**src/design/resp_pkg.sv**
```systemverilog
// Response path shared types
package resp_pkg;

  localparam int NUM_CLASSES = 6;

  typedef logic [7:0] tag_t;
  typedef logic [8:0] credits_t;

  // Command classes, encodings 6 and 7 are invalid
  typedef enum logic [2:0] {
    CMD_READ           = 3'd0,
    CMD_WRITE          = 3'd1,
    CMD_WED            = 3'd2,
    CMD_RESTART        = 3'd3,
    CMD_PREFETCH_READ  = 3'd4,
    CMD_PREFETCH_WRITE = 3'd5
  } cmd_class_t;

  // Host response codes
  typedef enum logic [7:0] {
    RESP_DONE    = 8'h00,
    RESP_AERROR  = 8'h01,
    RESP_DERROR  = 8'h03,
    RESP_NLOCK   = 8'h04,
    RESP_NRES    = 8'h05,
    RESP_FLUSHED = 8'h06,
    RESP_FAULT   = 8'h07,
    RESP_FAILED  = 8'h08,
    RESP_PAGED   = 8'h0a
  } resp_code_t;

  typedef struct packed {
    logic       valid;
    tag_t       tag;
    cmd_class_t cmd_class;
  } cmd_issue_t;

  typedef struct packed {
    logic       valid;
    tag_t       tag;
    logic       tag_parity;
    resp_code_t code;
    credits_t   credits;
  } host_response_t;

  // One-hot class pulse plus the forwarded response fields
  typedef struct packed {
    logic                   valid;
    logic [NUM_CLASSES-1:0] pulse;
    tag_t                   tag;
    cmd_class_t             cmd_class;
    resp_code_t             code;
    credits_t               credits;
  } routed_response_t;

  typedef struct packed {
    logic tag_parity_error;
    logic aerror;
    logic derror;
    logic flushed;
    logic fault;
    logic failed;
    logic paged;
  } resp_error_t;

  // Bit that gives the tag plus itself an odd count of ones
  function automatic logic odd_parity(tag_t tag);
    return ~(^tag);
  endfunction

  // Error bits in resp_error_t order, aerror first
  function automatic logic [5:0] code_errors(resp_code_t code);
    logic [5:0] bits;
    bits = '0;
    case (code)
      RESP_AERROR:  bits[5] = 1'b1;
      RESP_DERROR:  bits[4] = 1'b1;
      RESP_FLUSHED: bits[3] = 1'b1;
      RESP_FAULT:   bits[2] = 1'b1;
      RESP_FAILED:  bits[1] = 1'b1;
      RESP_PAGED:   bits[0] = 1'b1;
      default:      bits    = '0;
    endcase
    return bits;
  endfunction

endpackage

```
**src/design/tag_table.sv**
```systemverilog
// Tag to command class table
`timescale 1ns/100ps

module tag_table
  import resp_pkg::*;
(
  input  logic       clock,
  input  logic       rstn,
  input  cmd_issue_t issue,
  input  logic       lookup_valid,
  input  tag_t       lookup_tag,
  output cmd_class_t lookup_class
);

  localparam int TAG_DEPTH = 1 << $bits(tag_t);

  cmd_class_t class_mem [0:TAG_DEPTH-1];

  // Issue side, one entry per tag
  always_ff @(posedge clock) begin
    if (issue.valid) begin
      class_mem[issue.tag] <= issue.cmd_class;
    end
  end

  // Registered lookup, old contents win on a same-cycle write
  always_ff @(posedge clock or negedge rstn) begin
    if (!rstn) begin
      lookup_class <= CMD_READ;
    end else if (lookup_valid) begin
      lookup_class <= class_mem[lookup_tag];
    end
  end

endmodule

```
**src/design/response_control.sv**
```systemverilog
// Response classification and error detection
`timescale 1ns/100ps

module response_control
  import resp_pkg::*;
(
  input  logic             clock,
  input  logic             rstn,
  input  logic             enable,
  input  host_response_t   response,
  input  cmd_class_t       tag_class,
  output routed_response_t routed,
  output resp_error_t      resp_error
);

  logic             enabled;
  host_response_t   resp_in;
  logic             parity_in;
  logic [NUM_CLASSES-1:0] class_pulse;
  routed_response_t decoded;
  logic             decoded_parity;
  routed_response_t delayed;
  logic             delayed_parity;
  resp_error_t      error_q;

  ////////////////////////////////////////
  // Enable and input latch
  ////////////////////////////////////////

  always_ff @(posedge clock or negedge rstn) begin
    if (!rstn) begin
      enabled <= 1'b0;
    end else begin
      enabled <= enable;
    end
  end

  always_ff @(posedge clock or negedge rstn) begin
    if (!rstn) begin
      resp_in   <= '0;
      parity_in <= 1'b1;
    end else if (enabled && response.valid) begin
      resp_in   <= response;
      parity_in <= response.tag_parity;
    end else begin
      resp_in   <= '0;
      // Odd default while idle
      parity_in <= 1'b1;
    end
  end

  ////////////////////////////////////////
  // Class decode
  ////////////////////////////////////////

  // Invalid classes leave the vector empty
  always_comb begin
    class_pulse = '0;
    if (int'(tag_class) < NUM_CLASSES) begin
      class_pulse[tag_class] = 1'b1;
    end
  end

  always_ff @(posedge clock or negedge rstn) begin
    if (!rstn) begin
      decoded        <= '0;
      decoded_parity <= 1'b1;
    end else if (enabled && resp_in.valid) begin
      decoded.valid     <= 1'b1;
      decoded.pulse     <= class_pulse;
      decoded.tag       <= resp_in.tag;
      decoded.cmd_class <= tag_class;
      decoded.code      <= resp_in.code;
      decoded.credits   <= resp_in.credits;
      decoded_parity    <= parity_in;
    end else begin
      decoded        <= '0;
      decoded_parity <= 1'b1;
    end
  end

  // Extra stage so the record leaves with the data path
  always_ff @(posedge clock or negedge rstn) begin
    if (!rstn) begin
      delayed        <= '0;
      delayed_parity <= 1'b1;
      routed         <= '0;
    end else if (enabled) begin
      delayed        <= decoded;
      delayed_parity <= decoded_parity;
      routed         <= delayed;
    end else begin
      delayed        <= '0;
      delayed_parity <= 1'b1;
      routed         <= '0;
    end
  end

  ////////////////////////////////////////
  // Error vector
  ////////////////////////////////////////

  always_ff @(posedge clock or negedge rstn) begin
    if (!rstn) begin
      error_q    <= '0;
      resp_error <= '0;
    end else begin
      if (enabled && delayed.valid) begin
        error_q <= {odd_parity(delayed.tag) ^ delayed_parity, code_errors(delayed.code)};
      end else begin
        error_q <= '0;
      end
      resp_error <= error_q;
    end
  end

endmodule

```
**src/design/response_channel.sv**
```systemverilog
// Outstanding command counter per class
`timescale 1ns/100ps

module response_channel
  import resp_pkg::*;
#(
  parameter int         CREDIT_WIDTH = 8,
  parameter cmd_class_t CLASS        = CMD_READ
) (
  input  logic                  clock,
  input  logic                  rstn,
  input  cmd_issue_t            issue,
  input  logic                  response_pulse,
  output logic [CREDIT_WIDTH:0] status
);

  typedef struct packed {
    logic [CREDIT_WIDTH-1:0] count;
    logic                    underflow;
  } channel_status_t;

  channel_status_t status_q;
  logic            issue_hit;

  assign issue_hit = issue.valid && (issue.cmd_class == CLASS);

  // Issue and response in one cycle cancel out
  always_ff @(posedge clock or negedge rstn) begin
    if (!rstn) begin
      status_q <= '0;
    end else if (issue_hit && !response_pulse) begin
      if (status_q.count != {CREDIT_WIDTH{1'b1}}) begin
        status_q.count <= status_q.count + 1'b1;
      end
    end else if (response_pulse && !issue_hit) begin
      if (status_q.count == '0) begin
        status_q.underflow <= 1'b1;
      end else begin
        status_q.count <= status_q.count - 1'b1;
      end
    end
  end

  assign status = status_q;

endmodule

```
**src/design/status_collector.sv**
```systemverilog
// Busy flag and error summary
`timescale 1ns/100ps

module status_collector
  import resp_pkg::*;
#(
  parameter int CREDIT_WIDTH = 8
) (
  input  logic                                    clock,
  input  logic                                    rstn,
  input  logic [NUM_CLASSES-1:0][CREDIT_WIDTH:0] channel_status,
  input  resp_error_t                             resp_error,
  output logic                                    busy,
  output resp_error_t                             error_summary,
  output logic [15:0]                             error_count
);

  typedef struct packed {
    logic [CREDIT_WIDTH-1:0] count;
    logic                    underflow;
  } channel_status_t;

  channel_status_t ch;
  logic            any_pending;

  always_comb begin
    any_pending = 1'b0;
    for (int k = 0; k < NUM_CLASSES; k++) begin
      ch          = channel_status[k];
      any_pending = any_pending | (ch.count != '0);
    end
  end

  always_ff @(posedge clock or negedge rstn) begin
    if (!rstn) begin
      busy          <= 1'b0;
      error_summary <= '0;
      error_count   <= '0;
    end else begin
      busy          <= any_pending;
      error_summary <= error_summary | resp_error;
      // Saturating count of error cycles
      if (resp_error != '0 && error_count != 16'hffff) begin
        error_count <= error_count + 16'd1;
      end
    end
  end

endmodule

```
**src/design/response_subsystem.sv**
```systemverilog
// Response subsystem top level
`timescale 1ns/100ps

module response_subsystem
  import resp_pkg::*;
#(
  parameter int CREDIT_WIDTH = 8
) (
  input  logic                                    clock,
  input  logic                                    rstn,
  input  cmd_issue_t                              issue,
  input  host_response_t                          response,
  input  logic                                    enable,
  output routed_response_t                        routed,
  output resp_error_t                             resp_error,
  output logic [NUM_CLASSES-1:0][CREDIT_WIDTH:0] channel_status,
  output logic                                    busy,
  output resp_error_t                             error_summary,
  output logic [15:0]                             error_count
);

  cmd_class_t tag_class;

  tag_table u_tag_table (
    .clock        (clock),
    .rstn         (rstn),
    .issue        (issue),
    .lookup_valid (response.valid),
    .lookup_tag   (response.tag),
    .lookup_class (tag_class)
  );

  response_control u_response_control (
    .clock      (clock),
    .rstn       (rstn),
    .enable     (enable),
    .response   (response),
    .tag_class  (tag_class),
    .routed     (routed),
    .resp_error (resp_error)
  );

  // One tracker per command class
  for (genvar k = 0; k < NUM_CLASSES; k++) begin : g_channel
    response_channel #(
      .CREDIT_WIDTH (CREDIT_WIDTH),
      .CLASS        (cmd_class_t'(k))
    ) u_channel (
      .clock          (clock),
      .rstn           (rstn),
      .issue          (issue),
      .response_pulse (routed.pulse[k]),
      .status         (channel_status[k])
    );
  end

  status_collector #(
    .CREDIT_WIDTH (CREDIT_WIDTH)
  ) u_status_collector (
    .clock          (clock),
    .rstn           (rstn),
    .channel_status (channel_status),
    .resp_error     (resp_error),
    .busy           (busy),
    .error_summary  (error_summary),
    .error_count    (error_count)
  );

endmodule

```
**config.mk**
```make
export PLATFORM = sky130hd
export DESIGN_NAME = response_subsystem
export DESIGN_NICKNAME = d
export VERILOG_FILES = /design/src/design/resp_pkg.sv /design/src/design/tag_table.sv /design/src/design/response_control.sv /design/src/design/response_channel.sv /design/src/design/status_collector.sv /design/src/design/response_subsystem.sv
export SDC_FILE = /design/constraint.sdc
export NUM_CORES = 1
export LEC_CHECK = 0
export BUFFER_PORTS_ARGS = -buffer_cell sky130_fd_sc_hd__buf_2
export CAP_MARGIN = 15
export CORE_MARGIN = 2
export CORE_UTILIZATION = 40
export CTS_CLUSTER_DIAMETER = 60
export DETAILED_ROUTE_END_ITERATION = 16
export PLACE_DENSITY = 0.61
export SYNTH_ARGS = -nofsm -noshare
export SYNTH_HDL_FRONTEND = slang
export SYNTH_SLANG_ARGS = --single-unit
```
**constraint.sdc**
```tcl
create_clock -name clock -period 2.1 [get_ports clock]
set_input_delay 0.42 -clock clock [delete_from_list [all_inputs] [get_ports clock]]
set_output_delay 0.42 -clock clock [all_outputs]
set_load 0.1 [all_outputs]
```
==> results.md <==
Outcome:
- The run finished, with violations left.
- The checks that failed: negative setup slack.

Global routing:
- Global routing finished with a remaining overflow of 0.
- The maximum number of pins on one net before global-route repair is 257.
- The global-route met2 utilization is 33.4%.
- The global routing met3 resource utilization is 5.50%.
- The number of antenna violations at the first check in global routing is 7.
- The global routing usage on met1 is 26.9%.
- The combined global-route utilization of all metal layers is 20.5%.
- The first global-routing pass estimated 160000 um of wire.
- In this run the most used layer during global routing was met2.
- The number of global-route vias before repair was 25255.

Worst setup path:
- The source of the worst register-to-register timing path is u_tag_table.class_mem[45][2]$_DFFE_PP_.
- The cell type of the slowest stage on the worst timing path is sky130_fd_sc_hd__mux4_1.
- The critical path runs through a total of 6 cells.
- The capturing element of the worst setup path is u_tag_table.lookup_class[2]$_DFFE_PN0P_.
- The worst endpoint required time is 2.66 ns.
- The critical path starts at u_tag_table.class_mem[45][2]$_DFFE_PP_.
- The critical path class is reg -> reg.
- In this design, the largest share of critical-path delay is due to multiplexers.
- Walking the worst path, the cells encountered are mux4_1, mux4_2, nor2_1, or4_1, a211o_1, o221ai_2.
- The sort of element at the start of the critical path is a flip-flop.
- The top fanout value on the critical path is 1.
- The slack of the worst reg-to-reg path is -0.01 ns.
- The endpoint of the most critical register-to-register path is u_tag_table.lookup_class[2]$_DFFE_PN0P_.
- In this design, the stage delay of the slowest critical-path cell is 0.57 ns.
- The number of buffer and inverter stages on the critical path is 0.
- The worst setup path is captured at a flip-flop.
- Counting cells, the worst reg-to-reg path comes to 6.
- The arrival time reported for the critical path endpoint is 2.67 ns.

Logic synthesis:
- The main combinational cell family by area after synthesis is multiplexers.
- Summing the areas of all xor and xnor instances in the mapped netlist gives 1.29% of the synthesized area.
- Synthesis produced a netlist with a net count of 2609.
- The count of different cell masters after synthesis is 74.
- The cell count after synthesis is 2548.
- The synthesized cell area is 40600 um^2.
- Yosys printed 0 warnings.
- The most used flip-flop cell after synthesis is sky130_fd_sc_hd__edfxtp_1.
- Sorting the synthesized cells by area gives the leading types as sky130_fd_sc_hd__edfxtp_1 (57%), sky130_fd_sc_hd__dfrtp_1 (14%), sky130_fd_sc_hd__mux4_2 (7.3%), sky130_fd_sc_hd__mux2i_1 (3.0%), sky130_fd_sc_hd__nor2_1 (3.0%).
- The post-synthesis average cell area is 16.0 um^2.
- The synthesized design contains 998 register bits.
- The simple logic cell fraction of the synthesized area is 9.15%.
- Of the post-synthesis cell area, the dominant cell type holds 56.7%.
- The compound-gate portion of the synthesized area is 4.40%.
- After Yosys synthesis, full adders, half adders and majority gates account for 0.585% of the synthesized area.
- The synthesized design contains 768 enable-type register cells.
- Multiplexer cells account for 11.1% of the synthesized area.
- Summing the sequential cell areas from Yosys gives 70.9% of the chip area.
- The commonest cells after synthesis are sky130_fd_sc_hd__edfxtp_1 (768), sky130_fd_sc_hd__nor2_1 (322), sky130_fd_sc_hd__dfrtp_1 (227), sky130_fd_sc_hd__mux4_2 (132), sky130_fd_sc_hd__mux2i_1 (122).
- The cell with the most instances after synthesis is sky130_fd_sc_hd__edfxtp_1.
- The proportion of register bits with asynchronous set or reset after synthesis is 23.0%.
- The largest total area in the synthesized netlist belongs to sky130_fd_sc_hd__edfxtp_1.

CTS:
- In this run, CTS created clock tree buffers numbering 107.
- The cell sitting at the root of the clock tree is a sky130_fd_sc_hd__clkbuf_16.
- The maximum root-to-sink buffer count is 3.
- TritonCTS built the clock tree.
- The H-tree generated during clock tree synthesis spans 3 levels.
- After clock tree synthesis, the clock-pin slew on the worst setup and hold paths is 0.06 ns.
- The later-pin clock latency in the skew report is 0.69 ns.
- The clock sink total is 998.

Routing:
- The routed design has 107000 um of wire.
- In this run the remaining antenna-violating nets after routing total 0.
- Using the TritonRoute via totals, the vias-per-cell ratio works out to 5.49.
- The detailed router placed 24614 vias in this run.
- The length of the first detailed-routing pass in iterations is 7.
- The iteration-0 DRC count of the detailed router is 2537.
- After detailed routing, the average wire length per cell comes to 23.8 um.
- In the routed design, unresolved DRC markers number 0.

Finish:
- The final layout contains 3099 nets.
- The core occupancy in the finished layout is 49.6%.
- 0 antenna diodes ended up in the layout.
- The area growth from synthesis to layout is 22.6%.
- The layout cell share with drive strength beyond 1 is 31.5%.

Timing:
- Across the routed clock network, the largest skew measured is 0.0195 ns.
- At the pin with the least slew margin, the transition time is 1.42 ns.
- The relative slew slack is 5.45%.
- The post-layout worst setup margin is -0.00973 ns.
- The final-report hold violation count came to 0.
- Setup repair after global routing could not meet its margin everywhere.
- The max-slew violation count is 0.
- Timing would allow up to 0.474 GHz.
- The ratio of final minimum period to clock period is 100%.
- The smallest clock period supported by the final layout is computed as 2.11 ns.
- Setup violations remaining at the end of the flow were counted as 2.

Pwr:
- The proportion of power drawn by flip-flops and latches is 46.3%.
- The leakage power summed over all cells is 18.4 nW.
- VDD sags by at most 1180 uV.
- The net switching fraction of the power is 27.7%.
- The design draws 48.3 mW.
- The clock network is responsible for 39.3% of the overall power.
- The power density over cell area is 970 nW/um^2.
- Combinational logic is responsible for 14.5% of the overall power.
- The switching power summed over all nets is 13.4 mW.
- The design internal power is 35.0 mW.

Floorplanning:
- The floorplan step defined a core boundary enclosing 100000 um^2.
- The die outline width is 323 um.
- The starting density of the core is 40.5%.
- After floorplanning, the core was divided into 116 placement rows.
- The count of pins on the block boundary is 162.
- The height of the chip is 323 um.
- The floorplan step defined a die boundary enclosing 104000 um^2.

Min path:
- The min-delay analysis places its worst path in the category in -> reg.

Placement:
- Port buffering added 161 buffers.
- The placed wire-length estimate after detailed placement is 71000 um.
- Routability-driven placement finished with a final weighted congestion of 0.894.

Job:
- The tool flagged a number of max-cap violations equal to 0.
worst min-delay path by stage:
| stage | from | to | depth (start not counted) |
|---|---|---|---|
| after floorplan | rstn | g_channel[0].u_channel.status[0]$_DFFE_PN0P_ | 0 |
| after global placement | u_response_control.error_q[0]$_DFF_PN0_ | u_response_control.resp_error[0]$_DFF_PN0_ | 0 |
| after detailed placement | u_response_control.error_q[2]$_DFF_PN0_ | u_response_control.resp_error[2]$_DFF_PN0_ | 0 |
| after CTS | response[14] | u_response_control.resp_in[14]$_DFF_PN0_ | 2 |
| after global routing | response[14] | u_response_control.resp_in[14]$_DFF_PN0_ | 2 |
| final | response[14] | u_response_control.resp_in[14]$_DFF_PN0_ | 2 |
cell usage in the layout (no fill, tap or decap), drive strengths merged, types with 17 or more instances in the layout:
cell         instances
a22oi               22
nor3                25
clkbuf             137
dfrtp              227
mux4               142
nand3               57
o21ai               38
edfxtp             768
buf                518
and3                69
and2                74
mux2i              122
o221ai              22
nand4               21
nor2               322
xnor2               53
clkinv              39
nand2               87
dlygate4sd3         19
ha                  19
o22ai               25
a211oi              18
inv                 40
nor2b               17
a21oi               33
worst register-to-register path, delay by kind of cell (launching register included):
kind,cells,cell delay (ns)
compound gates,2,0.31
mux,2,1.03
flops,1,0.37
simple gates,2,0.28
final cells by class:
class | instances | area (um^2)
fill | 8338 | 50600
clock inverter | 65 | 666
sequential | 998 | 28900
clock buffer | 132 | 2920
timing repair buffer | 542 | 4350
tap | 1357 | 1700
multi-input combinational | 1359 | 11200
inverter | 30 | 113
logic make-up (layout without fill, tap and decap cells):
group	count (synthesis)	count (layout)
DFF	998	998
and+or+nand+nor	759	759
muxes	270	270
AOI/OAI and AO/OA	251	251
buffers and inverters	191	769
xor gates and xnor gates	60	60
adders and majority gates	19	19
layer usage:
metal | vias up | routed length (um)
met5 | - | 104
met4 | 10 | 3020
met3 | 189 | 9900
met2 | 1077 | 51200
met1 | 12585 | 42700
li1 | 10753 | -
timing repair:
action	in CTS	in global routing
hold endpoints to repair	68	0
hold buffers	19	0
pin swaps	5	20
gates resized for setup	28	23
endpoints found under the setup margin	22	23
setup buffers	0	3
power by group through the flow:
stage	clock network, mW	registers [mW]	logic [mW]
global placement	0	22.7	6.78
CTS	19.3	22.4	6.97
floorplan	0	25.4	2.08
finish	19.0	22.4	7.00
global route	20.1	22.4	7.36
detailed placement	0	22.8	6.87
state kept, by name, indices dropped and copies added, names as in the netlist:
register	cells
u_response_control.error_q	7
u_response_control.parity_in	1
u_status_collector.error_summary	7
u_response_control.routed	35
u_tag_table.class_mem	768
u_response_control.resp_error	7
u_status_collector.busy	1
u_response_control.delayed_parity	1
u_response_control.enabled	1
u_tag_table.lookup_class	3
u_response_control.decoded	35
u_status_collector.error_count	16
u_response_control.decoded_parity	1
u_response_control.resp_in	26
g_channel.u_channel.status	54
u_response_control.delayed	35
stage by stage:
| step | worst slack (ns) | instances | instance area [um^2] | hold WS [ns] | TNS (ns) |
|---|---|---|---|---|---|
| finish | -0.00973 | 4483 | 49900 | 0.0441 | -0.0154 |
| detailed placement | -0.791 | 4265 | 45900 | 0.335 | -4.04 |
| floorplan | -0.258 | 2548 | 41100 | 0.124 | -2.14 |
| global route | -0.0557 | 4483 | 49900 | 0.0162 | -0.172 |
| CTS | -0.0952 | 4481 | 49700 | 0.0114 | -0.113 |
| global placement | -0.790 | 4265 | 45900 | 0.332 | -3.46 |
Note: power is estimated with default switching activity, not from simulation.
